### src/design/rx_pkg.sv
package rx_pkg;

  // adc channel count
  localparam int n_channels = 4;

  // bits per adc sample
  localparam int sample_width = 16;

  // hold counter width, up to 15 cycles
  localparam int hold_width = 4;

  // signed two's complement adc sample
  typedef logic signed [sample_width-1:0] sample_t;

  // source select per output channel
  // 0..3 raw channel, 4..7 first difference of channel (sel - 4)
  typedef logic [2:0] mux_sel_t;

  // one keep bit per channel
  typedef logic [n_channels-1:0] keep_mask_t;

  // discriminator hold length in samples
  typedef logic [hold_width-1:0] hold_t;

  // one sample per channel, channel 0 in the low bits
  typedef sample_t [n_channels-1:0] sample_vec_t;

  // one select per output channel
  typedef mux_sel_t [n_channels-1:0] mux_sel_vec_t;

  // frame moving between the signal path stages, 69 bits
  typedef struct packed {
    sample_vec_t samples;
    logic        valid;
    keep_mask_t  keep;
  } sample_frame_t;

endpackage

### src/design/rx_channel_mux.sv
`timescale 1ns/1ps

module rx_channel_mux
  import rx_pkg::*;
(
  input  logic          ps_clk,
  input  logic          capture_reset,
  input  sample_vec_t   adc_data_i,
  input  logic          adc_valid_i,
  input  mux_sel_vec_t  mux_sel_i,
  output sample_frame_t frame_o
);

  // last valid raw sample of each channel
  sample_vec_t prev_q;
  // current minus previous, wraps at 16 bits
  sample_vec_t diff;
  // registered mux outputs
  sample_vec_t samples_q;
  logic        valid_q;

  // previous sample only moves on valid input
  // starts from zero so the first difference is the sample itself
  always_ff @(posedge ps_clk) begin
    if (!capture_reset) begin
      prev_q <= '0;
    end else if (adc_valid_i) begin
      prev_q <= adc_data_i;
    end
  end

  always_comb begin
    for (int ch = 0; ch < n_channels; ch++) begin
      diff[ch] = adc_data_i[ch] - prev_q[ch];
    end
  end

  // per output channel source select
  // bit 2 of the select picks the difference path
  always_ff @(posedge ps_clk) begin
    for (int ch = 0; ch < n_channels; ch++) begin
      if (mux_sel_i[ch][2]) begin
        samples_q[ch] <= diff[mux_sel_i[ch][1:0]];
      end else begin
        samples_q[ch] <= adc_data_i[mux_sel_i[ch][1:0]];
      end
    end
  end

  // valid follows the samples by one cycle
  always_ff @(posedge ps_clk) begin
    if (!capture_reset) begin
      valid_q <= 1'b0;
    end else begin
      valid_q <= adc_valid_i;
    end
  end

  // keep is decided downstream
  always_comb begin
    frame_o.samples = samples_q;
    frame_o.valid   = valid_q;
    frame_o.keep    = '0;
  end

endmodule

### config.mk
export PLATFORM = sky130hd
export DESIGN_NAME = rx_channel_mux
export DESIGN_NICKNAME = d
export VERILOG_FILES = /design/src/design/rx_pkg.sv /design/src/design/rx_channel_mux.sv
export SDC_FILE = /design/constraint.sdc
export NUM_CORES = 1
export LEC_CHECK = 0
export BUFFER_PORTS_ARGS = -buffer_cell sky130_fd_sc_hd__buf_4
export CAP_MARGIN = 25
export CORE_MARGIN = 8
export CORE_UTILIZATION = 59
export CTS_BUF_LIST = sky130_fd_sc_hd__clkbuf_16
export CTS_CLUSTER_DIAMETER = 80
export DETAILED_ROUTE_END_ITERATION = 7
export HOLD_SLACK_MARGIN = 0.02
export PLACE_DENSITY = 0.84
export SYNTH_ARGS = -nofsm -noshare
export SYNTH_HDL_FRONTEND = slang
export SYNTH_SLANG_ARGS = --single-unit
export TNS_END_PERCENT = 100
### constraint.sdc
create_clock -name ps_clk -period 3.1 [get_ports ps_clk]
set_clock_uncertainty 0.05 [all_clocks]
set_input_delay 0.155 -clock ps_clk [delete_from_list [all_inputs] [get_ports ps_clk]]
set_output_delay 0.155 -clock ps_clk [all_outputs]
set_load 0.02 [all_outputs]
==> results.json <==
{
  "dieArea_sq_um": 22980,
  "rows": 49,
  "area_delta_synth_final_pct": 22.00,
  "die_y_microns": 151.6,
  "grt_max_degree": 66,
  "grt_pass1_vias": 10670,
  "start_util_pct": 60.17,
  "tns_ns": 0,
  "coreArea_sq_um": 18020,
  "root_buffer": "clkbuf_16",
  "gr-total-overflow": 0,
  "layout_setup_ws_ns": 0.06256,
  "post-synth-top-area-fraction_pct": 23.81,
  "ys_types": 78,
  "status": "completed",
  "synth_area_sq_um": 10850,
  "routed_wl_mm": 36.81,
  "finalHoldViolCount": 0,
  "ys_seq_area_share_pct": 23.81,
  "drc_errors": 0,
  "min_period_ns": 3.037,
  "drive_gt1_share_pct": 24.87,
  "place_inst": 1460,
  "avgSynthCellArea_sq_um": 9.530,
  "maxSlewViolCount": 0,
  "vias_per_cell": 6.832,
  "antenna_left": 0,
  "async_flop_share_pct": 0,
  "port_buffers": 143,
  "synth_area_leaders": "dfxtp_1, mux4_2, mux2i_1",
  "grt_antenna_before_repair": 1,
  "clock_latency_ns": 0.44,
  "wl_per_cell_microns": 23.81,
  "p_leak_uw": 0.005524,
  "startpoint_type": "register",
  "cts_buffers": 17,
  "worst_pin_slew_ns": 0.7653,
  "power_density_nw_per_um2": 509.8,
  "syn_inst": 1138,
  "grt.total_usage_pct": 32.04,
  "clock_path_buffers": 2,
  "worstPathArrival_ns": 3.31,
  "clock_sinks": 129,
  "path_max_fanout": 4,
  "vdd.ir_drop.worst_uv": 399.5,
  "power_uw": 6746,
  "die_x_microns": 151.6,
  "rsz0062_at_grt": "yes",
  "ys.flop_type": "dfxtp_1",
  "drt_iter0_markers": 1374,
  "hpwl_mm": 25.14,
  "stdcell_count": 1546,
  "fmax_mhz": 329.2,
  "endpoint_kind": "register",
  "io_pins": 148,
  "finalNetCount": 1445,
  "path_class": "reg -> reg",
  "grt_pass1_wl_mm": 56.46,
  "min_period_over_period_pct": 97.98,
  "ys.warnings.count": 0,
  "cts_tree": "yes",
  "drv_cap": 0,
  "cts_setup_buffers": 0,
  "vias": 10560,
  "drtPass1Iterations": 8,
  "ys_ff_latch": 129,
  "setup_viol": 0,
  "synth_top_area_cell": "dfxtp_1",
  "min_path_type": "in -> reg",
  "routabilityCongestion": 0.9449,
  "post-place-ws_ns": 0.1701,
  "clk_pin_slew_ns": 0.06,
  "timing.slew.headroom_pct": 48.92,
  "synth_edf_count": 0,
  "htree_levels": 4,
  "required_ns": 3.38
}
-- final timing paths --
path | startpoint | endpoint | slack (ns) | cells after the start
min reg2reg | prev_q[44] | prev_q[44] | 0.46 | 2
min | adc_data_i[19] | prev_q[19] | 0.02 | 3
max | prev_q[17] | frame_o[16] | 0.06 | 10
max reg2reg | prev_q[17] | frame_o[16] | 0.06 | 10
-- cells in the mapped netlist, types with 7 or more instances --
master / number
a211oi_1: 11
a21o_1: 13
a21oi_1: 52
a31oi_1: 8
and2_1: 7
buf_2: 7
clkbuf_1: 48
dfxtp_1: 129
ha_1: 60
inv_1: 82
mux2_2: 16
mux2i_1: 79
mux4_2: 96
nand2_1: 118
nand3_1: 10
nor2_1: 52
nor2b_1: 76
nor3_1: 30
o21a_1: 19
o21ai_0: 41
xnor2_1: 30
xor2_1: 8
-- registers in the layout (all words and copies together) (netlist names) --
| signal | count |
|---|---|
| frame_o | 64 |
| valid_q | 1 |
| prev_q | 64 |
-- logic make-up (layout without fill, tap and decap cells) --
family | after synthesis | after routing | synth area share, %
and+or+nand+nor | 326 | 326 | 14.55
AOI/OAI and AO/OA | 236 | 236 | 15.61
muxes | 195 | 195 | 29.86
buffers and inverters | 149 | 323 | 5.411
DFF | 129 | 129 | 23.81
adders and majority gates | 64 | 64 | 7.660
xor gates and xnor gates | 38 | 38 | 3.069
other | 1 | 6 | 0.03458
-- power breakdown --
group | switching (uW) | internal, uW
registers | 101 | 1860
clock network | 813 | 1340
logic | 1460 | 1170
-- worst max-delay path, cell delays in order (launching register included) --
cell	delay, ns
dfxtp_1	0.38
inv_1	0.06
ha_1	0.26
nor2b_1	0.15
o2111ai_1	0.26
nand3_1	0.23
nand3_1	0.24
and3b_1	0.23
xnor2_1	0.21
mux4_1	0.58
mux2_2	0.27
-- layer usage --
metal  up-vias  global-route usage, %  part of all wire [%]
li1       4535                      -                     -
met1      4941                  37.78                    34
met2       857                  50.62                    45
met3       229                  10.78                    15
met4         0                  17.88                   5.9
met5         -                      0                     0
-- final cells by class --
type                            instances  area, sq um
Clock inverter                         15        192.7
Sequential cell                       129         2582
Fill cell                            1219         4793
Clock buffer                           17        425.4
Timing Repair Buffer                  206         1677
Tap cell                              229        286.5
Antenna cell                            2        5.005
Multi-Input combinational cell        863         7744
Inverter                               85        319.1
-- cell usage in the layout, fill, tap and decap left out, drive strengths merged, types with 42 or more instances in the layout --
cell         count
mux4           100
nor2b           76
nor2            52
dfxtp          129
buf            154
a21oi           53
nand2          118
inv             84
ha              60
o21ai           42
mux2i           79
dlygate4sd3     52
-- stage by stage --
stage          area (sq um)  hold WS (ns)  util, %
3_5_place_dp          12030        0.4213    66.75
2_1_floorplan         10860        0.2744        -
5_1_grt               13230       0.04524    73.39
6_report              13230       0.01731    73.41
4_1_cts               13170       0.02083    73.07
3_3_place_gp          12030        0.4111    66.75
-- what timing repair did --
action | CTS | global route
setup endpoints to repair | 0 | 26
hold endpoints to repair | 52 | 0
gates resized for setup | 0 | 10
hold buffers | 52 | 0
Power figures use the tool's default switching activity.
