--- src/design/rx_pkg.sv ---
package rx_pkg;

  // adc channel count
  localparam int n_channels = 4;

  // bits per adc sample
  localparam int sample_width = 16;

  // hold counter width, up to 15 cycles
  localparam int hold_width = 4;

  // signed two's complement adc sample
  typedef logic signed [sample_width-1:0] sample_t;

  // source select per output channel
  // 0..3 raw channel, 4..7 first difference of channel (sel - 4)
  typedef logic [2:0] mux_sel_t;

  // one keep bit per channel
  typedef logic [n_channels-1:0] keep_mask_t;

  // discriminator hold length in samples
  typedef logic [hold_width-1:0] hold_t;

  // one sample per channel, channel 0 in the low bits
  typedef sample_t [n_channels-1:0] sample_vec_t;

  // one select per output channel
  typedef mux_sel_t [n_channels-1:0] mux_sel_vec_t;

  // frame moving between the signal path stages, 69 bits
  typedef struct packed {
    sample_vec_t samples;
    logic        valid;
    keep_mask_t  keep;
  } sample_frame_t;

endpackage

--- src/design/capture_pkg.sv ---
package capture_pkg;

  import rx_pkg::*;

  // digital trigger lines
  localparam int n_trig = 2;

  // frames held by the sample buffer
  localparam int buffer_depth = 64;
  localparam int addr_width = $clog2(buffer_depth);

  // frame count, 0 to buffer_depth inclusive
  typedef logic [addr_width:0] count_t;

  // buffer address
  typedef logic [addr_width-1:0] addr_t;

  // cycles since arm
  typedef logic [15:0] tstamp_t;

  // trigger lines and their enable mask
  typedef logic [n_trig-1:0] trig_t;

  typedef enum logic [1:0] {
    idle,
    armed,
    capturing
  } capture_state_e;

  // buffer entry
  typedef struct packed {
    sample_frame_t frame;
    tstamp_t       tstamp;
  } stored_frame_t;

  // one readout beat, no back-pressure
  typedef struct packed {
    sample_vec_t samples;
    keep_mask_t  keep;
    tstamp_t     tstamp;
    logic        valid;
    logic        last;
  } readout_beat_t;

endpackage

--- src/design/capture_trigger.sv ---
`timescale 1ns/1ps

module capture_trigger
  import rx_pkg::*;
  import capture_pkg::*;
(
  input  logic           ps_clk,
  input  logic           capture_reset,
  input  sample_frame_t  frame_i,
  input  trig_t          trig_i,
  input  trig_t          trig_mask_i,
  input  logic           arm_i,
  input  logic           stop_i,
  input  logic           capture_sw_reset_i,
  output logic           wr_en_o,
  output stored_frame_t  wr_frame_o,
  output capture_state_e state_o
);

  capture_state_e state_q;
  capture_state_e state_d;
  tstamp_t        tstamp_q;
  logic           trig_hit;
  logic           arm_accept;

  // any enabled trigger line high
  assign trig_hit   = |(trig_i & trig_mask_i);
  assign arm_accept = (state_q == idle) && arm_i;

  // stop and sw reset win over everything else
  always_comb begin
    state_d = state_q;
    if (stop_i || capture_sw_reset_i) begin
      state_d = idle;
    end else begin
      case (state_q)
        idle:      if (arm_i) state_d = armed;
        armed:     if (trig_hit) state_d = capturing;
        capturing: state_d = capturing;
        default:   state_d = idle;
      endcase
    end
  end

  // state, timestamp and write strobe
  always_ff @(posedge ps_clk) begin
    if (!capture_reset) begin
      state_q  <= idle;
      tstamp_q <= '0;
      wr_en_o  <= 1'b0;
    end else begin
      state_q  <= state_d;
      // cleared when the arm is taken, free running otherwise
      tstamp_q <= arm_accept ? '0 : tstamp_q + tstamp_t'(1);
      wr_en_o  <= (state_q == capturing) && frame_i.valid && (|frame_i.keep);
    end
  end

  // frame and its timestamp, qualified by wr_en_o
  always_ff @(posedge ps_clk) begin
    wr_frame_o.frame  <= frame_i;
    wr_frame_o.tstamp <= tstamp_q;
  end

  assign state_o = state_q;

endmodule

--- config.mk ---
export PLATFORM = sky130hd
export DESIGN_NAME = capture_trigger
export DESIGN_NICKNAME = d
export VERILOG_FILES = /design/src/design/rx_pkg.sv /design/src/design/capture_pkg.sv /design/src/design/capture_trigger.sv
export SDC_FILE = /design/constraint.sdc
export NUM_CORES = 1
export LEC_CHECK = 0
export ABC_CLOCK_PERIOD_IN_PS = 1790
export BUFFER_PORTS_ARGS = -buffer_cell sky130_fd_sc_hd__buf_4
export CELL_PAD_IN_SITES_DETAIL_PLACEMENT = 0
export CELL_PAD_IN_SITES_GLOBAL_PLACEMENT = 1
export CORE_MARGIN = 2
export CORE_UTILIZATION = 30
export DETAILED_ROUTE_END_ITERATION = 8
export PLACE_DENSITY_LB_ADDON = 0.1
export SETUP_SLACK_MARGIN = 0.02
export SLEW_MARGIN = 20
export SYNTH_ARGS = -nofsm -noshare
export SYNTH_HDL_FRONTEND = slang
export SYNTH_SLANG_ARGS = --single-unit
--- constraint.sdc ---
create_clock -name ps_clk -period 1.79 [get_ports ps_clk]
set_input_delay 0.179 -clock ps_clk [delete_from_list [all_inputs] [get_ports ps_clk]]
set_output_delay 0.179 -clock ps_clk [all_outputs]
set_load 0.02 [all_outputs]
==> reports/qor.yml, run 1 <==
cts_sinks: 104
cts-buffers-inserted: 9
critPathBufInv: 1
hold_viol: 0
total_power_mw: 4.355
layout.nets: 511
antenna_left: 0
clkTransAtPathRegs_ps: 100
post_drt_wl_per_cell_um: 14.63
rsz0062_at_grt: "false"
yosysWarnings: 0
cts_tree: "built"
holdPathStages: 3
drive_gt1_frac: 0.4296
rr_worst_depth: 6
place_area_mm2: 0.003958
firstDrtPassIters: 4
die_height_um: 96.67
dieArea_mm2: 0.009345
clock_path_buffers: 2
crit_cells: 6
grt_antenna_before_repair: 0
hold_class: "input port to flop"
n_antenna_cell: 0
viasPerCell: 4.013
setup.worst_path.start_class: "flop"
core_region_area_mm2: 0.008258
max-vdd-ir-drop_v: 0.0003865
cts-root-buf: "clkbuf_8"
grt_pass1_wl_mm: 12.23
path_delay_family: "flip-flops"
utilization: 0.5852
status: "completed"
slew_headroom: 0.8016
setup_slack_ps: 388.0
die_width_um: 96.67
critPathMaxFanout: 4
clkLatencyLatePin_ps: 360
place_inst: 453
power_density_mw_per_mm2: 901.2
arrival_ps: 1670
critPathMaxStageDelay_ps: 390
crit_type: "flop to flop"
fill_cells: 694
endpoint_kind: "flop"
instances_no_fill: 538
max_freq_mhz: 713.3
postSynthAreaPerCell_um2: 14.16
gp_congestion: 0.7560
grt_max_degree: 20
tightest_slew_ps: 294.8
post_cts_resized: 0
finalCriticalPeriod_ps: 1402
synth-seq-cells: 104
route.detailed.drc: 0
area_delta_synth_final_pct: 87.57
critPathRequiredTime_ps: 2050
io_buffers: 165
boundaryPins: 166
drt_iter0_drc: 19
drv_cap: 0
crit_chain: "inv_1, ha_1, nor2b_1, a21oi_1, mux2i_1, nor2_1"
setup_viol: 0
slew_violations: 0
grt_overflow: 0
grt_util_all_layers: 0.1672
final_area_mm2: 0.004832
fin_skew_ps: 10.28
h-tree-depth: 3
holdWs_ps: 89.11
regArea_mm2: 0.002082
slowest_stage: "dfxtp_1"
ys_seq_area_frac: 0.8082
initial_core_util: 0.3120
place_hpwl_mm: 5.203
netlist_instances: 182
syn-num-nets: 265
row_count: 33
pre_cts_ws_ps: 390.3
grt_pass1_vias: 2151
layout_common_cells: "buf_4, dfxtp_1, dlygate4sd3_1, nor2_1, clkbuf_8"
ys_types: 25
final_common_cell: "buf_4"
vias: 2159
power_leakage_nw: 2.226
multi_input_area_um2: 475.5
fin_setup_tns_ps: 0
synthesis.area_mm2: 0.002576
wl_mm: 7.873
period_share: 0.7832
layout make-up:
type	count	area share
clock inverters	7	0.01243
multi-input cells	73	0.09839
repair buffers	236	0.4024
well taps	105	0.02719
inverters	4	0.003107
clock buffers	9	0.02563
flip-flops and latches	104	0.4309
flip-flops by register name, indices dropped and copies added, names as in the netlist:
register	count
wr_frame_o	85
tstamp_q	16
state_o	2
wr_en_o	1
report_power, final:
part / internal (mW) / leakage, nW / switching (mW)
logic: 0.317 / 1.26 / 0.224
registers: 2.40 / 0.865 / 0.0288
clock network: 0.537 / 0.0969 / 0.846
total: 3.26 / 2.23 / 1.10
final timing paths:
| kind | startpoint | end | slack, ps |
|---|---|---|---|
| max | state_o[0]$_SDFFE_PP0P_ | state_o[0]$_SDFFE_PP0P_ | 390 |
| min | capture_reset | wr_en_o$_SDFF_PN0_ | 90 |
| max reg2reg | state_o[0]$_SDFFE_PP0P_ | state_o[0]$_SDFFE_PP0P_ | 390 |
| min reg2reg | tstamp_q[15]$_SDFF_PP0_ | wr_frame_o[15]$_DFF_P_ | 370 |
cell usage after synthesis:
cell type | count | area share
dfxtp_1 | 104 | 0.81
nor2_1 | 19 | 0.028
nand2_1 | 7 | 0.010
xor2_1 | 7 | 0.024
ha_1 | 5 | 0.024
nand3_1 | 5 | 0.0097
xnor2_1 | 5 | 0.017
inv_1 | 4 | 0.0058
and4_1 | 3 | 0.010
nand4_1 | 3 | 0.0073
nor4_1 | 3 | 0.0073
a21oi_1 | 2 | 0.0039
and3_1 | 2 | 0.0049
mux2i_1 | 2 | 0.0078
a211oi_1 | 1 | 0.0029
a22oi_1 | 1 | 0.0029
a31o_1 | 1 | 0.0034
clkbuf_1 | 1 | 0.0015
nand3_2 | 1 | 0.0039
nand4_2 | 1 | 0.0049
nor2b_1 | 1 | 0.0024
nor3_1 | 1 | 0.0019
nor3_2 | 1 | 0.0039
o21ai_0 | 1 | 0.0019
or3_1 | 1 | 0.0024
worst min-delay path, cell delays in order:
cell and delay (ps):
buf_4 120, nand3_1 70, nor2_1 40
what timing repair did:
action	in CTS	in global routing
hold endpoints to repair	69	0
buffers inserted	0	0
hold buffers	69	0
layer usage:
layer  global-route usage  routed length [um]
met1               0.1992                3299
met2               0.2826                3900
met3              0.05202                 506
met4              0.06284                 167
met5                    0                   0
kinds of logic after synthesis:
logic type               Yosys count  share of synthesized area
XOR/XNOR                          12                    0.04080
buffers and inverters              5                   0.007282
adder cells (fa/ha/maj)            5                    0.02428
flip-flops                       104                     0.8082
multiplexers                       2                   0.007771
AO/OA/AOI/OAI                      6                    0.01506
AND/OR/NAND/NOR                   48                    0.09665
No activity file was read; power rests on OpenSTA's default activity.
==> run 2, diff against run 1 <==
--- a/config.mk
+++ b/config.mk
@@ -5,12 +5,12 @@
 export SDC_FILE = /design/constraint.sdc
 export NUM_CORES = 1
 export LEC_CHECK = 0
-export ABC_CLOCK_PERIOD_IN_PS = 1790
+export ABC_CLOCK_PERIOD_IN_PS = 1100
 export BUFFER_PORTS_ARGS = -buffer_cell sky130_fd_sc_hd__buf_4
 export CELL_PAD_IN_SITES_DETAIL_PLACEMENT = 0
 export CELL_PAD_IN_SITES_GLOBAL_PLACEMENT = 1
 export CORE_MARGIN = 2
-export CORE_UTILIZATION = 30
+export CORE_UTILIZATION = 27
 export DETAILED_ROUTE_END_ITERATION = 8
 export PLACE_DENSITY_LB_ADDON = 0.1
 export SETUP_SLACK_MARGIN = 0.02
==> constraint.sdc (replaced) <==
create_clock -name ps_clk -period 1.1 [get_ports ps_clk]
set_input_delay 0.11 -clock ps_clk [delete_from_list [all_inputs] [get_ports ps_clk]]
set_output_delay 0.11 -clock ps_clk [all_outputs]
set_load 0.02 [all_outputs]
==> reports/qor.yml, run 2 (same netlist as run 1, synthesis figures left out) <==
status: "complete, but fails checks"
violations: "negative setup slack"
setup_viol: 10
viasPerCell: 3.904
clkLatencyLatePin_ps: 350
p_int_mw: 5.273
drive_gt1_frac: 0.5265
hold_class: "input port to flop"
power_leakage_nw: 2.401
antenna_left: 0
final_common_cell: "buf_4"
drv_cap: 0
cts_tree: "built"
firstDrtPassIters: 4
netSwitchingPower_mw: 1.723
tightest_slew_ps: 278.8
setup_slack_ps: -106.2
rr_worst_depth: 6
regToRegSetupSlack_ps: -110
clock_path_buffers: 2
cts-root-buf: "clkbuf_8"
largest_reg_flops: 85
holdPathStages: 4
grt_antenna_before_repair: 0
fin_skew_ps: 9.702
dieArea_mm2: 0.01034
multi_input_area_um2: 618.1
slew_headroom: 0.8141
critPathRequiredTime_ps: 1350
drt_iter0_drc: 24
die_height_um: 101.7
period_share: 1.097
pre_cts_ws_ps: -79.83
n_antenna_cell: 0
power_frac_seq: 0.563
grt_util_all_layers: 0.1482
regArea_mm2: 0.002122
place_hpwl_mm: 5.214
clock_power_share: 0.307
reg2reg_to: "tstamp_q[10]$_SDFF_PP0_"
instances_no_fill: 581
rsz0062_at_grt: "true"
io_buffers: 165
slew_violations: 0
layout.nets: 531
cts-buffers-inserted: 9
gp_congestion: 0.6956
p_sw_frac: 0.2463
initial_core_util: 0.2788
power_density_mw_per_mm2: 1343
grt_overflow: 0
die_width_um: 101.7
whs_endpoint: "state_o[0]$_SDFFE_PP0P_"
place_inst: 493
arrival_ps: 1460
wl_mm: 7.841
boundaryPins: 166
critPathMaxFanout: 5
max-vdd-ir-drop_v: 0.0007243
vias: 2268
endpoint_kind: "flop"
finalCriticalPeriod_ps: 1206
row_count: 35
post_drt_wl_per_cell_um: 13.50
crit_type: "flop to flop"
r2r-start: "tstamp_q[0]$_SDFF_PP0_"
hold_viol: 0
h-tree-depth: 3
setup.worst_path.start_class: "flop"
fin_setup_tns_ps: -546.8
area_delta_synth_final_pct: 102.2
holdWs_ps: 23.38
clkTransAtPathRegs_ps: 90
layout_common_cells: "buf_4, dfxtp_1, dlygate4sd3_1, nor2_1"
fill_cells: 783
route.detailed.drc: 0
combPwrFrac: 0.130
top_register: "wr_frame_o"
grt_pass1_vias: 2255
grt_max_degree: 19
utilization: 0.5638
core_region_area_mm2: 0.009240
grt_pass1_wl_mm: 11.74
worstHoldStart: "stop_i"
max_freq_mhz: 829.0
cts_sinks: 104
==> run 2: power by group through the flow <==
| stage | Combinational [mW] | Sequential, mW | Clock, mW |
|---|---|---|---|
| after detailed placement | 0.693 | 4.03 | 0 |
| after global routing | 0.969 | 3.95 | 2.38 |
| after CTS | 0.905 | 3.94 | 2.26 |
| after floorplan | 0.0444 | 4.22 | 0 |
| final | 0.913 | 3.94 | 2.15 |
| after global placement | 0.691 | 4.03 | 0 |
==> run 2: worst max-delay path, stage by stage (launching register included) <==
cell     delay [ps]
dfxtp_4         380
ha_4            130
and4_4          240
buf_4           120
nand3_2          60
xor2_1          140
nor2_1           50
==> run 2: final cells by class <==
| class | count | share of cell area |
|---|---|---|
| inverters | 4 | 0.003842 |
| clock inverters | 6 | 0.009846 |
| repair buffers | 256 | 0.4056 |
| well taps | 129 | 0.03098 |
| clock buffers | 9 | 0.02378 |
| flip-flops and latches | 104 | 0.4073 |
| multi-input cells | 73 | 0.1186 |
==> run 2: metrics by stage <==
step                      power, mW  instance area (um^2)
after detailed placement      4.728                  4210
after global routing          7.304                  5210
final                         6.996                  5210
after floorplan               4.261                  2683
after CTS                     7.102                  5151
after global placement        4.723                  4210
==> run 2: worst max-delay path by stage <==
| stage | start | to | slack, ps | cells after the start |
|---|---|---|---|---|
| 2_1_floorplan | state_o[1]$_SDFFE_PP0P_ | state_o[0]$_SDFFE_PP0P_ | -90 | 6 |
| 3_3_place_gp | state_o[0]$_SDFFE_PP0P_ | state_o[0]$_SDFFE_PP0P_ | -80 | 6 |
| 3_5_place_dp | state_o[0]$_SDFFE_PP0P_ | state_o[0]$_SDFFE_PP0P_ | -80 | 6 |
| 4_1_cts | state_o[0]$_SDFFE_PP0P_ | state_o[1]$_SDFFE_PP0P_ | -90 | 6 |
| 5_1_grt | tstamp_q[0]$_SDFF_PP0_ | tstamp_q[8]$_SDFF_PP0_ | -170 | 5 |
| 6_report | tstamp_q[0]$_SDFF_PP0_ | tstamp_q[10]$_SDFF_PP0_ | -110 | 6 |
==> run 2: repair_timing <==
action	CTS	global route
hold buffers	69	0
endpoints found under the hold margin	70	0
gates resized for setup	16	10
pin swaps	13	10
buffers inserted	2	3
setup endpoints to repair	17	20
==> run 2: per-layer routing <==
metal | up-vias | track usage | wire length, um
li1 | 1127 | - | -
met1 | 1032 | 0.1679 | 3066
met4 | 0 | 0.05198 | 140
met2 | 97 | 0.2566 | 3911
met5 | - | 0 | 0
met3 | 12 | 0.05383 | 723
==> run 3, diff against run 2 <==
==> constraint.sdc (replaced) <==
create_clock -name ps_clk -period 1.1 [get_ports ps_clk]
set_input_delay 0 -clock ps_clk [delete_from_list [all_inputs] [get_ports ps_clk]]
set_output_delay 0 -clock ps_clk [all_outputs]
set_load 0.02 [all_outputs]
==> reports/qor.yml, run 3 (same netlist as run 1, synthesis figures left out) <==
status: "complete, but fails checks"
violations: "negative setup slack"
rsz0062_at_grt: "true"
setup_viol: 12
antenna_left: 0
wl_mm: 7.858
grt_util_all_layers: 0.1478
place_hpwl_mm: 5.214
critPathMaxStageDelay_ps: 380
grt_max_degree: 19
die_height_um: 101.7
clkLatencyLatePin_ps: 350
setup_slack_ps: -112.0
critPathRequiredTime_ps: 1350
crit_start: "tstamp_q[1]$_SDFF_PP0_"
largest_reg_flops: 85
post_drt_wl_per_cell_um: 13.43
finalCriticalPeriod_ps: 1212
drt_iter0_drc: 23
endpoint_kind: "flop"
r2r-start: "tstamp_q[1]$_SDFF_PP0_"
core_region_area_mm2: 0.009240
boundaryPins: 166
cts_sinks: 104
instances_no_fill: 585
slew_headroom: 0.8125
clock_path_buffers: 2
layout.nets: 535
vias: 2274
arrival_ps: 1460
slew_violations: 0
fin_setup_tns_ps: -636.1
top_register: "wr_frame_o"
initial_core_util: 0.2788
route.detailed.drc: 0
power_density_mw_per_mm2: 1330
final_common_cell: "buf_4"
area_delta_synth_final_pct: 104.5
layout_common_cells: "buf_4, dfxtp_1, dlygate4sd3_1, nor2_1, clkbuf_8"
max_freq_mhz: 825.1
grt_pass1_wl_mm: 11.71
viasPerCell: 3.887
period_share: 1.102
setup.worst_path.start_class: "flop"
grt_antenna_before_repair: 0
grt_pass1_vias: 2247
dieArea_mm2: 0.01034
drt-met1-wl_mm: 3.098
h-tree-depth: 3
io_buffers: 165
wl_met3_um: 726
highest_layer: "met4"
cts_tree: "built"
routed-wl-met2_mm: 3.896
hold_class: "input port to flop"
crit_type: "flop to flop"
path_delay_family: "flip-flops"
drive_gt1_frac: 0.5307
cts-root-buf: "clkbuf_8"
drv_cap: 0
firstDrtPassIters: 4
grt_overflow: 0
cts-buffers-inserted: 9
regArea_mm2: 0.002120
power_leakage_nw: 2.436
fill_cells: 786
die_width_um: 101.7
fin_skew_ps: 10.37
row_count: 35
gp_congestion: 0.6956
hold_viol: 0
tightest_slew_ps: 281.3
n_antenna_cell: 0
max-vdd-ir-drop_v: 0.0007242
slowest_stage: "dfxtp_4"
place_inst: 493
critPathBufInv: 1
clkTransAtPathRegs_ps: 100
crit_chain: "ha_4, and4_4, buf_4, nand3_2, xor2_1, nor2_1"
worstHoldStart: "arm_i"
critPathMaxFanout: 5
multi_input_area_um2: 641.9
[run 3: worst paths after layout]
check / to / slack, ps / depth (start not counted)
hold / removal: tstamp_q[13]$_SDFF_PP0_ / 20 / 4
setup reg to reg: tstamp_q[10]$_SDFF_PP0_ / -110 / 6
setup / recovery: tstamp_q[10]$_SDFF_PP0_ / -110 / 6
hold reg to reg: wr_frame_o[15]$_DFF_P_ / 380 / 0
[run 3: final cells by class]
type                       count  area share
sequential                   104      0.4023
tap                          129     0.03063
clock inverter                 6    0.009736
multi-input combinational     73      0.1218
inverter                       4    0.003800
clock buffer                   9     0.02351
timing repair buffer         260      0.4082
[run 3: per-stage QoR]
stage	total power, mW	area (um^2)	util	hold WS (ps)	worst slack, ps
floorplan	4.261	2683	-	27.72	-88.41
global placement	4.723	4210	0.4557	104.7	-81.14
global route	7.313	5269	0.5702	16.82	-169.9
finish	7.007	5269	0.5702	18.26	-112.0
CTS	7.112	5176	0.5602	18.84	-82.96
detailed placement	4.728	4210	0.4557	105.5	-79.83
[run 3: what timing repair did]
action | 4_1_cts | 5_1_grt
endpoints found under the setup margin | 15 | 19
hold buffers | 72 | 0
hold endpoints to repair | 73 | 0
pin swaps | 11 | 11
resized for setup | 14 | 15
buffers inserted | 2 | 4
[run 3: worst min-delay path: stages]
cell and delay [ps]:
buf_4 100, nand2_2 60, nand2_4 110, nor2_1 60
[run 3: report_power, final]
| group | leakage, nW | switching, mW | internal [mW] | total (mW) |
|---|---|---|---|---|
| Sequential | 0.874 | 0.0454 | 3.89 | 3.94 |
| Clock | 0.0803 | 1.30 | 0.842 | 2.14 |
| Combinational | 1.48 | 0.375 | 0.551 | 0.927 |
| Total | 2.44 | 1.72 | 5.28 | 7.01 |
[run 3: layer usage]
layer | up-vias | global-route usage
met2 | 96 | 0.2551
li1 | 1135 | -
met5 | - | 0
met1 | 1031 | 0.1680
met3 | 12 | 0.05383
met4 | 0 | 0.05198
