`config.mk`:
```
export PLATFORM = sky130hd
export DESIGN_NAME = sample_discriminator
export DESIGN_NICKNAME = d
export VERILOG_FILES = /design/src/design/rx_pkg.sv /design/src/design/sample_discriminator.sv
export SDC_FILE = /design/constraint.sdc
export NUM_CORES = 1
export LEC_CHECK = 0
export ABC_CLOCK_PERIOD_IN_PS = 3200
export BUFFER_PORTS_ARGS = -buffer_cell sky130_fd_sc_hd__buf_2
export CORE_ASPECT_RATIO = 1.4
export CORE_MARGIN = 2
export CORE_UTILIZATION = 49
export CTS_CLUSTER_SIZE = 40
export DETAILED_ROUTE_END_ITERATION = 16
export PLACE_DENSITY_LB_ADDON = 0.1
export SYNTH_ARGS = -nofsm -noshare
export SYNTH_HDL_FRONTEND = slang
export SYNTH_SLANG_ARGS = --single-unit
```
`constraint.sdc`:
```
create_clock -name ps_clk -period 3.2 [get_ports ps_clk]
set_input_delay 0 -clock ps_clk [delete_from_list [all_inputs] [get_ports ps_clk]]
set_output_delay 0 -clock ps_clk [all_outputs]
set_load 0.05 [all_outputs]
```
`src/design/rx_pkg.sv`:
```
package rx_pkg;

  // adc channel count
  localparam int n_channels = 4;

  // bits per adc sample
  localparam int sample_width = 16;

  // hold counter width, up to 15 cycles
  localparam int hold_width = 4;

  // signed two's complement adc sample
  typedef logic signed [sample_width-1:0] sample_t;

  // source select per output channel
  // 0..3 raw channel, 4..7 first difference of channel (sel - 4)
  typedef logic [2:0] mux_sel_t;

  // one keep bit per channel
  typedef logic [n_channels-1:0] keep_mask_t;

  // discriminator hold length in samples
  typedef logic [hold_width-1:0] hold_t;

  // one sample per channel, channel 0 in the low bits
  typedef sample_t [n_channels-1:0] sample_vec_t;

  // one select per output channel
  typedef mux_sel_t [n_channels-1:0] mux_sel_vec_t;

  // frame moving between the signal path stages, 69 bits
  typedef struct packed {
    sample_vec_t samples;
    logic        valid;
    keep_mask_t  keep;
  } sample_frame_t;

endpackage

```
`src/design/sample_discriminator.sv`:
```
`timescale 1ns/1ps

module sample_discriminator
  import rx_pkg::*;
(
  input  logic          ps_clk,
  input  logic          capture_reset,
  input  sample_frame_t frame_i,
  input  sample_vec_t   threshold_i,
  input  hold_t         hold_i,
  output sample_frame_t frame_o
);

  // remaining hold samples per channel
  hold_t hold_cnt_q [n_channels];
  hold_t hold_cnt_d [n_channels];

  keep_mask_t keep_d;
  keep_mask_t keep_q;
  sample_vec_t samples_q;
  logic        valid_q;

  // threshold and hold decision per channel
  always_comb begin
    for (int ch = 0; ch < n_channels; ch++) begin
      keep_d[ch]     = 1'b0;
      hold_cnt_d[ch] = hold_cnt_q[ch];
      if (frame_i.valid) begin
        if ($signed(frame_i.samples[ch]) >= $signed(threshold_i[ch])) begin
          // at or above threshold, restart the hold window
          keep_d[ch]     = 1'b1;
          hold_cnt_d[ch] = hold_i;
        end else if (hold_cnt_q[ch] != '0) begin
          // below threshold but still inside the hold window
          keep_d[ch]     = 1'b1;
          hold_cnt_d[ch] = hold_cnt_q[ch] - hold_t'(1);
        end
      end
    end
  end

  // hold counters, keep and valid
  always_ff @(posedge ps_clk) begin
    if (!capture_reset) begin
      for (int ch = 0; ch < n_channels; ch++) begin
        hold_cnt_q[ch] <= '0;
      end
      keep_q  <= '0;
      valid_q <= 1'b0;
    end else begin
      for (int ch = 0; ch < n_channels; ch++) begin
        hold_cnt_q[ch] <= hold_cnt_d[ch];
      end
      keep_q  <= keep_d;
      valid_q <= frame_i.valid;
    end
  end

  // samples pass through unchanged
  always_ff @(posedge ps_clk) begin
    samples_q <= frame_i.samples;
  end

  always_comb begin
    frame_o.samples = samples_q;
    frame_o.valid   = valid_q;
    frame_o.keep    = keep_q;
  end

endmodule

```
==> flow_summary.html, run 1 <==
<table>
<tr><th>Metric</th><th>Value</th></tr>
<tr><th colspan="2">Status</th></tr>
<tr><td>Outcome</td><td>complete, no violations</td></tr>
<tr><th colspan="2">Logic synthesis</th></tr>
<tr><td>Area leader, netlist</td><td>sky130_fd_sc_hd__dfxtp_1</td></tr>
<tr><td>Synthesis Warnings</td><td>0</td></tr>
<tr><td>Synthesized instance count</td><td>approximately 460</td></tr>
<tr><td>#FFs+latches synth</td><td>85</td></tr>
<tr><td>Post-synth net total</td><td>approximately 670</td></tr>
<tr><td>Number of distinct library cells after synthesis</td><td>36</td></tr>
<tr><td>Post-synthesis average cell area</td><td>slightly above 9 um^2</td></tr>
<tr><td>Sequential fraction of the synthesis area</td><td>0.3998</td></tr>
<tr><td>Share of the synthesized area in the top cell type</td><td>0.3998</td></tr>
<tr><td>Summed instance area of the synthesized netlist</td><td>around 0.0043 mm^2</td></tr>
<tr><td>Main area contributors after synthesis</td><td>sky130_fd_sc_hd__dfxtp_1 (40%), sky130_fd_sc_hd__ha_1 (21%), sky130_fd_sc_hd__inv_1 (6.9%)</td></tr>
<tr><th colspan="2">Clock tree</th></tr>
<tr><td>Number of hold buffers added after CTS</td><td>between 60 and 70</td></tr>
<tr><td>Total of cells resized after clock tree synthesis</td><td>0</td></tr>
<tr><td>Clock sink count</td><td>85</td></tr>
<tr><td>Maximum root-to-sink buffer count</td><td>2</td></tr>
<tr><td>Clock tree from TritonCTS</td><td>yes</td></tr>
<tr><td>Clock root buffer</td><td>sky130_fd_sc_hd__clkbuf_16</td></tr>
<tr><td>Post-CTS Setup Inserts</td><td>0</td></tr>
<tr><td>Later-pin clock latency in the skew report</td><td>about 0.33 ns</td></tr>
<tr><td>Maximum level of the CTS H-tree</td><td>3</td></tr>
<tr><td>Total CTS buffers</td><td>9</td></tr>
<tr><td>Clock transition at the registers of the reported paths</td><td>about 0.060 ns</td></tr>
<tr><th colspan="2">Worst setup path</th></tr>
<tr><td>Endpoint of the most critical register-to-register path</td><td>hold_cnt_q[1][0]$_SDFFE_PN0P_</td></tr>
<tr><td>Worst setup path class</td><td>input port to flop</td></tr>
<tr><td>Kind of end point of the critical path</td><td>flop</td></tr>
<tr><td>Crit path arrival time</td><td>2.38 ns</td></tr>
<tr><td>Worst reg-to-reg setup slack</td><td>about 1.5 ns</td></tr>
<tr><td>Worst reg2reg path startpoint</td><td>hold_cnt_q[1][0]$_SDFFE_PN0P_</td></tr>
<tr><td>Critical path launch point type</td><td>input port</td></tr>
<tr><td>Cell depth of the worst flop-to-flop path</td><td>7</td></tr>
<tr><td>Worst-path fanout max</td><td>5</td></tr>
<tr><td>Critical path required time</td><td>around 3.4 ns</td></tr>
<tr><th colspan="2">Power and ir drop</th></tr>
<tr><td>Pleak</td><td>0.003205 uW</td></tr>
<tr><td>Largest voltage drop on the vdd net</td><td>roughly 0.30 mV</td></tr>
<tr><td>PwrDens</td><td>between 400 and 500 mW/mm^2</td></tr>
<tr><th colspan="2">Die</th></tr>
<tr><td>Core ar.</td><td>about 0.0085 mm^2</td></tr>
<tr><td>Die boundary height</td><td>about 110 um</td></tr>
<tr><td>Initial core utilization</td><td>0.5003</td></tr>
<tr><td>Die outline area</td><td>between 0.009 and 0.01 mm^2</td></tr>
<tr><td>Floorplan row count</td><td>40</td></tr>
<tr><td>Chip Width</td><td>slightly above 80 um</td></tr>
<tr><td>Num ports</td><td>208</td></tr>
<tr><th colspan="2">STA</th></tr>
<tr><td>Final period utilization</td><td>0.6762</td></tr>
<tr><td>Post-Route Hold Slack</td><td>approximately 0.055 ns</td></tr>
<tr><td>Count of final max-slew check failures</td><td>0</td></tr>
<tr><td>Maximum clock rate</td><td>roughly 0.46 GHz</td></tr>
<tr><td>Unrepaired setup endpoints after global routing</td><td>false</td></tr>
<tr><td>Slew at the pin with the worst max-slew slack</td><td>around 0.6 ns</td></tr>
<tr><td>Hold Fails Final Rpt</td><td>0</td></tr>
<tr><td>Number of setup violations in the final report</td><td>0</td></tr>
<tr><td>Relative slew margins</td><td>0.6092</td></tr>
<tr><td>Final setup skew</td><td>0.005785 ns</td></tr>
<tr><td>Post-route minimum period</td><td>2.164 ns</td></tr>
<tr><td>Final TNS setup</td><td>0 ns</td></tr>
<tr><th colspan="2">Finish</th></tr>
<tr><td>Most frequent cells in the layout</td><td>sky130_fd_sc_hd__buf_2 (203), sky130_fd_sc_hd__dfxtp_1 (85), sky130_fd_sc_hd__inv_1 (78)</td></tr>
<tr><td>Leading cell type in the layout, fill and taps excluded</td><td>sky130_fd_sc_hd__buf_2</td></tr>
<tr><td>Nets@finish</td><td>between 900 and 1000</td></tr>
<tr><td>Antenna Diode Count</td><td>0</td></tr>
<tr><td>Total of fill cells in the finished design</td><td>approximately 630</td></tr>
<tr><td>Layout overhead on the synthesized area</td><td>46.77%</td></tr>
<tr><td>Proportion of layout cells with a drive suffix above 1</td><td>0.3063</td></tr>
<tr><th colspan="2">Route</th></tr>
<tr><td>Detail Route met3 WL</td><td>760 um</td></tr>
<tr><td>Number of iterations in the first detailed-routing pass</td><td>4</td></tr>
<tr><td>Routed WL</td><td>10.81 mm</td></tr>
<tr><td>Starting DRT DRC Count</td><td>~200</td></tr>
<tr><td>Vias per inst</td><td>5.061</td></tr>
<tr><td>Top layer reached by signal wires</td><td>met4</td></tr>
<tr><td>Average detailed-routed wire length per instance</td><td>12.98 um</td></tr>
<tr><td>Via total after detailed routing</td><td>around 4200</td></tr>
<tr><td>Metal2 WL</td><td>5.498 mm</td></tr>
<tr><td>Remaining DRCs</td><td>0</td></tr>
<tr><td>Wl on met1</td><td>roughly 4.3 mm</td></tr>
<tr><td>Post-route antenna net violation count</td><td>0</td></tr>
<tr><th colspan="2">Min path</th></tr>
<tr><td>Sink of the worst hold path</td><td>hold_cnt_q[2][1]$_SDFFE_PN0P_</td></tr>
<tr><td>Worst hold path startpoint</td><td>hold_i[1]</td></tr>
<tr><td>WHS Path Cells</td><td>3</td></tr>
<tr><td>Hold crit path type</td><td>input port to flop</td></tr>
<tr><th colspan="2">GRT</th></tr>
<tr><td>Largest net degree at the start of global routing</td><td>38</td></tr>
<tr><td>First-pass GRT wire length</td><td>approximately 17 mm</td></tr>
<tr><td>Antenna violations before repair</td><td>0</td></tr>
<tr><td>Number of global-route vias before repair</td><td>4113</td></tr>
<tr><td>Remaining global-route overflow</td><td>0</td></tr>
<tr><td>Total Routing Usage GR</td><td>0.2256</td></tr>
<tr><th colspan="2">Place</th></tr>
<tr><td>Global placer's final weighted congestion</td><td>between 0.7 and 0.8</td></tr>
<tr><td>Post-DP HPWL</td><td>around 7.6 mm</td></tr>
<tr><td>Input/output buffers</td><td>between 200 and 250</td></tr>
<tr><th colspan="2">Run</th></tr>
<tr><td>Max-cap violations</td><td>0</td></tr>
</table>
-- flip-flops by register name, summed over array words and instances, names as in the netlist --
name        flops
keep_q          4
hold_cnt_q     16
frame_o        64
valid_q         1
-- report_power, final --
group | internal [uW] | total (uW) | switching [uW]
sequential | 1130 | 1170 | 35.4
clock | 508 | 876 | 367
combinational | 313 | 776 | 464
total | 1950 | 2820 | 866
-- critical path, stage by stage --
cell and delay, ns:
sky130_fd_sc_hd__dlygate4sd3_1 0.54, sky130_fd_sc_hd__buf_2 0.13, sky130_fd_sc_hd__ha_1 0.32, sky130_fd_sc_hd__nand4_2 0.14, sky130_fd_sc_hd__a2111o_1 0.45, sky130_fd_sc_hd__a31o_1 0.27
sky130_fd_sc_hd__and2_4 0.20, sky130_fd_sc_hd__a221o_1 0.33
-- worst max-delay path by stage --
stage | to | cells past startpoint | slack [ns] | from
6_report | hold_cnt_q[1][0]$_SDFFE_PN0P_ | 8 | 1.04 | frame_i[36]
5_1_grt | hold_cnt_q[1][0]$_SDFFE_PN0P_ | 8 | 0.95 | frame_i[32]
4_1_cts | hold_cnt_q[1][0]$_SDFFE_PN0P_ | 8 | 1.04 | frame_i[36]
3_5_place_dp | hold_cnt_q[1][0]$_SDFFE_PN0P_ | 7 | 1.24 | frame_i[36]
3_3_place_gp | hold_cnt_q[1][0]$_SDFFE_PN0P_ | 8 | 1.28 | frame_i[22]
2_1_floorplan | hold_cnt_q[1][0]$_SDFFE_PN0P_ | 8 | 1.46 | threshold_i[17]
-- metal layers --
layer / up-vias / global-route usage
li1: 2154 / -
met2: 148 / 0.4065
met1: 1895 / 0.2407
met5: - / 0
met3: 19 / 0.05442
met4: 0 / 0.1038
-- per-stage QoR --
step	utilization	cells	setup slack [ns]	power, uW	area, um^2
3_5_place_dp	0.6312	757	1.243	1900	5370
5_1_grt	0.7343	833	0.9529	2981	6247
2_1_floorplan	-	457	1.456	1685	4257
4_1_cts	0.7343	833	1.044	2843	6247
3_3_place_gp	0.6312	757	1.276	1877	5370
6_report	0.7343	833	1.036	2821	6247
-- final cells by class --
| class | count | area, um^2 | share of cell area |
|---|---|---|---|
| inverters | 78 | 292.8 | 0.04687 |
| well taps | 105 | 131.4 | 0.02103 |
| clock buffers | 12 | 236.5 | 0.03785 |
| repair buffers | 267 | 1657 | 0.2652 |
| multi-input cells | 286 | 2228 | 0.3567 |
| flip-flops and latches | 85 | 1702 | 0.2724 |
-- kinds of logic after synthesis --
group                    synth area share
AND/OR/NAND/NOR                    0.1581
AO/OA/AOI/OAI                      0.1537
buffers and inverters             0.07672
flip-flops                         0.3998
adder cells (fa/ha/maj)            0.2116
-- synth_stat cells, drive strengths merged --
cell type / n
a2111o: 7
a211oi: 4
a21o: 4
a21oi: 33
a221o: 1
a221oi: 3
a22oi: 1
a311oi: 4
a31o: 4
a31oi: 7
and2: 4
and3: 3
buf: 1
clkbuf: 7
dfxtp: 85
ha: 72
inv: 78
nand2: 17
nand2b: 13
nand3: 9
nand3b: 7
nand4: 21
nand4b: 4
nor2: 13
nor2b: 8
nor3: 10
nor4: 3
o211ai: 11
o21a: 4
o21ai: 16
or2: 1
or3: 1
or4: 1
No activity file was read; power rests on OpenSTA's default activity.
==> run 2, diff against run 1 <==
--- a/config.mk
+++ b/config.mk
@@ -5,11 +5,11 @@
 export SDC_FILE = /design/constraint.sdc
 export NUM_CORES = 1
 export LEC_CHECK = 0
-export ABC_CLOCK_PERIOD_IN_PS = 3200
+export ABC_CLOCK_PERIOD_IN_PS = 2300
 export BUFFER_PORTS_ARGS = -buffer_cell sky130_fd_sc_hd__buf_2
 export CORE_ASPECT_RATIO = 1.4
 export CORE_MARGIN = 2
-export CORE_UTILIZATION = 49
+export CORE_UTILIZATION = 46
 export CTS_CLUSTER_SIZE = 40
 export DETAILED_ROUTE_END_ITERATION = 16
 export PLACE_DENSITY_LB_ADDON = 0.1
==> constraint.sdc (replaced) <==
create_clock -name ps_clk -period 2.3 [get_ports ps_clk]
set_input_delay 0 -clock ps_clk [delete_from_list [all_inputs] [get_ports ps_clk]]
set_output_delay 0 -clock ps_clk [all_outputs]
set_load 0.05 [all_outputs]
==> flow_summary.html, run 2 (synthesis results as in run 1) <==
<table>
<tr><th>Metric</th><th>Value</th></tr>
<tr><th colspan="2">Status</th></tr>
<tr><td>Outcome</td><td>complete, no violations (unchanged)</td></tr>
<tr><th colspan="2">Worst setup path</th></tr>
<tr><td>Highest cell delay on the worst timing path</td><td>0.54 ns (about the same)</td></tr>
<tr><td>Kind of end point of the critical path</td><td>flop (unchanged)</td></tr>
<tr><td>Worst setup path class</td><td>input port to flop (unchanged)</td></tr>
<tr><td>Standard cell with the maximum stage delay on the critical path</td><td>sky130_fd_sc_hd__dlygate4sd3_1 (unchanged)</td></tr>
<tr><td>Worst reg-to-reg setup slack</td><td>0.61 ns (was 1.48 ns)</td></tr>
<tr><td>Worst-path fanout max</td><td>5 (unchanged)</td></tr>
<tr><td>Cell depth of the worst flop-to-flop path</td><td>7 (unchanged)</td></tr>
<tr><td>Crit path arrival time</td><td>2.39 ns (was 2.38 ns)</td></tr>
<tr><td>Critical path required time</td><td>2.53 ns (was 3.42 ns)</td></tr>
<tr><td>CP cell instances</td><td>dlygate4sd3_1 -&gt; buf_2 -&gt; ha_1 -&gt; nand4_2 -&gt; a2111o_1 -&gt; a31o_1 -&gt; and2_4 -&gt; a221o_1 (unchanged)</td></tr>
<tr><td>Critical path launch point type</td><td>input port (unchanged)</td></tr>
<tr><td>Endpoint of the most critical register-to-register path</td><td>hold_cnt_q[1][0]$_SDFFE_PN0P_ (unchanged)</td></tr>
<tr><td>Worst reg2reg path startpoint</td><td>hold_cnt_q[1][0]$_SDFFE_PN0P_ (unchanged)</td></tr>
<tr><td>Bufs and invs on worst path</td><td>2 (unchanged)</td></tr>
<tr><td>Delay-heaviest family, CP</td><td>compound AO/OA/AOI/OAI gates (unchanged)</td></tr>
<tr><th colspan="2">Die</th></tr>
<tr><td>Num ports</td><td>208 (unchanged)</td></tr>
<tr><td>Floorplan row count</td><td>41 (was 40)</td></tr>
<tr><td>Initial core utilization</td><td>0.4715 (was 0.5003)</td></tr>
<tr><td>Core ar.</td><td>0.009029 mm^2 (was 0.008508 mm^2)</td></tr>
<tr><td>Chip Width</td><td>85.30 um (was 82.77 um)</td></tr>
<tr><td>Die outline area</td><td>0.01005 mm^2 (was 0.009459 mm^2)</td></tr>
<tr><td>Die boundary height</td><td>117.8 um (was 114.3 um)</td></tr>
<tr><th colspan="2">Clock tree</th></tr>
<tr><td>Total CTS buffers</td><td>9 (unchanged)</td></tr>
<tr><td>Clock transition at the registers of the reported paths</td><td>0.06 ns (about the same)</td></tr>
<tr><td>Later-pin clock latency in the skew report</td><td>0.33 ns (about the same)</td></tr>
<tr><td>Maximum level of the CTS H-tree</td><td>3 (unchanged)</td></tr>
<tr><td>Post-CTS Setup Inserts</td><td>0 (unchanged)</td></tr>
<tr><td>Maximum root-to-sink buffer count</td><td>2 (unchanged)</td></tr>
<tr><td>Clock sink count</td><td>85 (unchanged)</td></tr>
<tr><td>Clock tree from TritonCTS</td><td>yes (unchanged)</td></tr>
<tr><td>Total of cells resized after clock tree synthesis</td><td>0 (unchanged)</td></tr>
<tr><td>Clock root buffer</td><td>sky130_fd_sc_hd__clkbuf_16 (unchanged)</td></tr>
<tr><th colspan="2">GRT</th></tr>
<tr><td>Largest net degree at the start of global routing</td><td>38 (unchanged)</td></tr>
<tr><td>Antenna violations before repair</td><td>0 (unchanged)</td></tr>
<tr><td>Total Routing Usage GR</td><td>0.2134 (was 0.2256)</td></tr>
<tr><td>First-pass GRT wire length</td><td>17.78 mm (was 16.82 mm)</td></tr>
<tr><td>Remaining global-route overflow</td><td>0 (unchanged)</td></tr>
<tr><td>Number of global-route vias before repair</td><td>4318 (was 4113)</td></tr>
<tr><th colspan="2">STA</th></tr>
<tr><td>Final TNS setup</td><td>0 ns (unchanged)</td></tr>
<tr><td>Hold Fails Final Rpt</td><td>0 (unchanged)</td></tr>
<tr><td>Count of final max-slew check failures</td><td>0 (unchanged)</td></tr>
<tr><td>Final setup skew</td><td>0.003256 ns (was 0.005785 ns)</td></tr>
<tr><td>Slew at the pin with the worst max-slew slack</td><td>0.5726 ns (was 0.5862 ns)</td></tr>
<tr><td>Final period utilization</td><td>0.9396</td></tr>
<tr><td>Unrepaired setup endpoints after global routing</td><td>false (unchanged)</td></tr>
<tr><td>Post-route minimum period</td><td>2.161 ns</td></tr>
<tr><td>Number of setup violations in the final report</td><td>0 (unchanged)</td></tr>
<tr><td>Relative slew margins</td><td>0.6183 (was 0.6092)</td></tr>
<tr><td>Post-Route Hold Slack</td><td>0.05083 ns (was 0.05480 ns)</td></tr>
<tr><td>Maximum clock rate</td><td>~0.46 GHz</td></tr>
<tr><th colspan="2">Finish</th></tr>
<tr><td>Most frequent cells in the layout</td><td>sky130_fd_sc_hd__buf_2 (203), sky130_fd_sc_hd__dfxtp_1 (85), sky130_fd_sc_hd__inv_1 (78) (unchanged)</td></tr>
<tr><td>Leading cell type in the layout, fill and taps excluded</td><td>sky130_fd_sc_hd__buf_2 (unchanged)</td></tr>
<tr><td>Final cell count without fillers</td><td>839 (was 833)</td></tr>
<tr><td>Nets@finish</td><td>938 (unchanged)</td></tr>
<tr><td>Total of fill cells in the finished design</td><td>720 (was 631)</td></tr>
<tr><td>Layout overhead on the synthesized area</td><td>49.71% (was 46.77%)</td></tr>
<tr><td>Antenna Diode Count</td><td>0 (unchanged)</td></tr>
<tr><td>Core Util, Final</td><td>0.7058 (was 0.7343)</td></tr>
<tr><td>Proportion of layout cells with a drive suffix above 1</td><td>0.3142 (was 0.3063)</td></tr>
<tr><td>Max FFs per register</td><td>64 (unchanged)</td></tr>
<tr><th colspan="2">Route</th></tr>
<tr><td>Average detailed-routed wire length per instance</td><td>12.58 um (was 12.98 um)</td></tr>
<tr><td>Number of iterations in the first detailed-routing pass</td><td>5 (was 4)</td></tr>
<tr><td>Remaining DRCs</td><td>0 (unchanged)</td></tr>
<tr><td>Routed WL</td><td>10.56 mm (was 10.81 mm)</td></tr>
<tr><td>Via total after detailed routing</td><td>4196 (was 4216)</td></tr>
<tr><td>Post-route antenna net violation count</td><td>0 (unchanged)</td></tr>
<tr><td>Starting DRT DRC Count</td><td>225 (was 196)</td></tr>
<tr><td>Vias per inst</td><td>5.001 (was 5.061)</td></tr>
<tr><th colspan="2">Power and ir drop</th></tr>
<tr><td>PwrDens</td><td>690.6 mW/mm^2 (was 451.5 mW/mm^2)</td></tr>
<tr><td>Pleak</td><td>0.003262 uW (was 0.003205 uW)</td></tr>
<tr><td>Largest voltage drop on the vdd net</td><td>0.6643 mV (was 0.2986 mV)</td></tr>
<tr><td>Overall power of the completed layout</td><td>4401 uW (was 2821 uW)</td></tr>
<tr><th colspan="2">Place</th></tr>
<tr><td>Global placer's final weighted congestion</td><td>0.7732 (was 0.7933)</td></tr>
<tr><td>Total instance count after detailed placement</td><td>759 (was 757)</td></tr>
<tr><td>Input/output buffers</td><td>203 (unchanged)</td></tr>
<tr><td>Post-DP HPWL</td><td>7.647 mm (was 7.634 mm)</td></tr>
<tr><th colspan="2">Min path</th></tr>
<tr><td>Hold crit path type</td><td>input port to flop (unchanged)</td></tr>
<tr><td>Sink of the worst hold path</td><td>hold_cnt_q[1][2]$_SDFFE_PN0P_ (was hold_cnt_q[2][1]$_SDFFE_PN0P_)</td></tr>
<tr><td>WHS Path Cells</td><td>3 (unchanged)</td></tr>
<tr><td>Worst hold path startpoint</td><td>hold_i[2] (was hold_i[1])</td></tr>
<tr><th colspan="2">Run</th></tr>
<tr><td>Max-cap violations</td><td>0 (unchanged)</td></tr>
</table>
[run 2: changes by cell type in the layout (fill, tap and decap cells not counted)]
cell,delta
sky130_fd_sc_hd__clkinv_4,+1
sky130_fd_sc_hd__clkbuf_8,+2
sky130_fd_sc_hd__bufinv_16,+3
sky130_fd_sc_hd__clkinvlp_4,+1
sky130_fd_sc_hd__clkbuf_1,-3
[run 2: metrics by stage]
stage	area (um^2)	setup slack, ns
6_report	6372	0.1388
5_1_grt	6372	0.02038
4_1_cts	6372	0.1486
3_5_place_dp	5373	0.3550
3_3_place_gp	5373	0.3640
2_1_floorplan	4257	0.5555
[run 2: power by group]
| group | switching [uW] | internal (uW) |
|---|---|---|
| Sequential | 46.5 | 1580 |
| Combinational | 639 | 435 |
| Clock | 582 | 1120 |
[run 2: timing repair]
| action | in CTS | in global routing |
|---|---|---|
| hold buffers | 64 | 0 |
| endpoints found under the hold margin | 64 | 0 |
| endpoints found under the setup margin | 0 | 0 |
[run 2: layout make-up]
type	instances	area [um^2]	area share
multi-input cells	286	2228	0.3497
flip-flops and latches	85	1702	0.2670
repair buffers	267	1657	0.2600
inverters	78	292.8	0.04595
clock buffers	11	252.7	0.03966
well taps	107	133.9	0.02101
clock inverters	5	106.4	0.01669
[run 2: worst max-delay path by stage]
stage	endpoint	from	slack (ns)	cells past startpoint
finish	hold_cnt_q[1][0]$_SDFFE_PN0P_	frame_i[36]	0.14	8
global placement	hold_cnt_q[1][0]$_SDFFE_PN0P_	frame_i[22]	0.36	8
CTS	hold_cnt_q[1][0]$_SDFFE_PN0P_	frame_i[36]	0.15	8
global route	hold_cnt_q[1][0]$_SDFFE_PN0P_	frame_i[36]	0.02	8
detailed placement	hold_cnt_q[1][0]$_SDFFE_PN0P_	frame_i[36]	0.36	7
floorplan	hold_cnt_q[1][0]$_SDFFE_PN0P_	threshold_i[17]	0.56	8
[run 2: layer usage]
layer | vias up | GRT usage | share of wire
li1 | 2158 | - | -
met1 | 1890 | 0.2210 | 0.39
met2 | 131 | 0.4063 | 0.53
met3 | 17 | 0.04698 | 0.063
met4 | 0 | 0.07937 | 0.021
met5 | - | 0 | 0
[run 2: worst register-to-register path, stage by stage (launching register included)]
cell                       delay [ns]
sky130_fd_sc_hd__dfxtp_1         0.31
sky130_fd_sc_hd__inv_1           0.13
sky130_fd_sc_hd__ha_1            0.20
sky130_fd_sc_hd__nand2b_1        0.08
sky130_fd_sc_hd__or2_2           0.32
sky130_fd_sc_hd__or3_1           0.31
sky130_fd_sc_hd__a22oi_1         0.16
sky130_fd_sc_hd__a221o_1         0.13
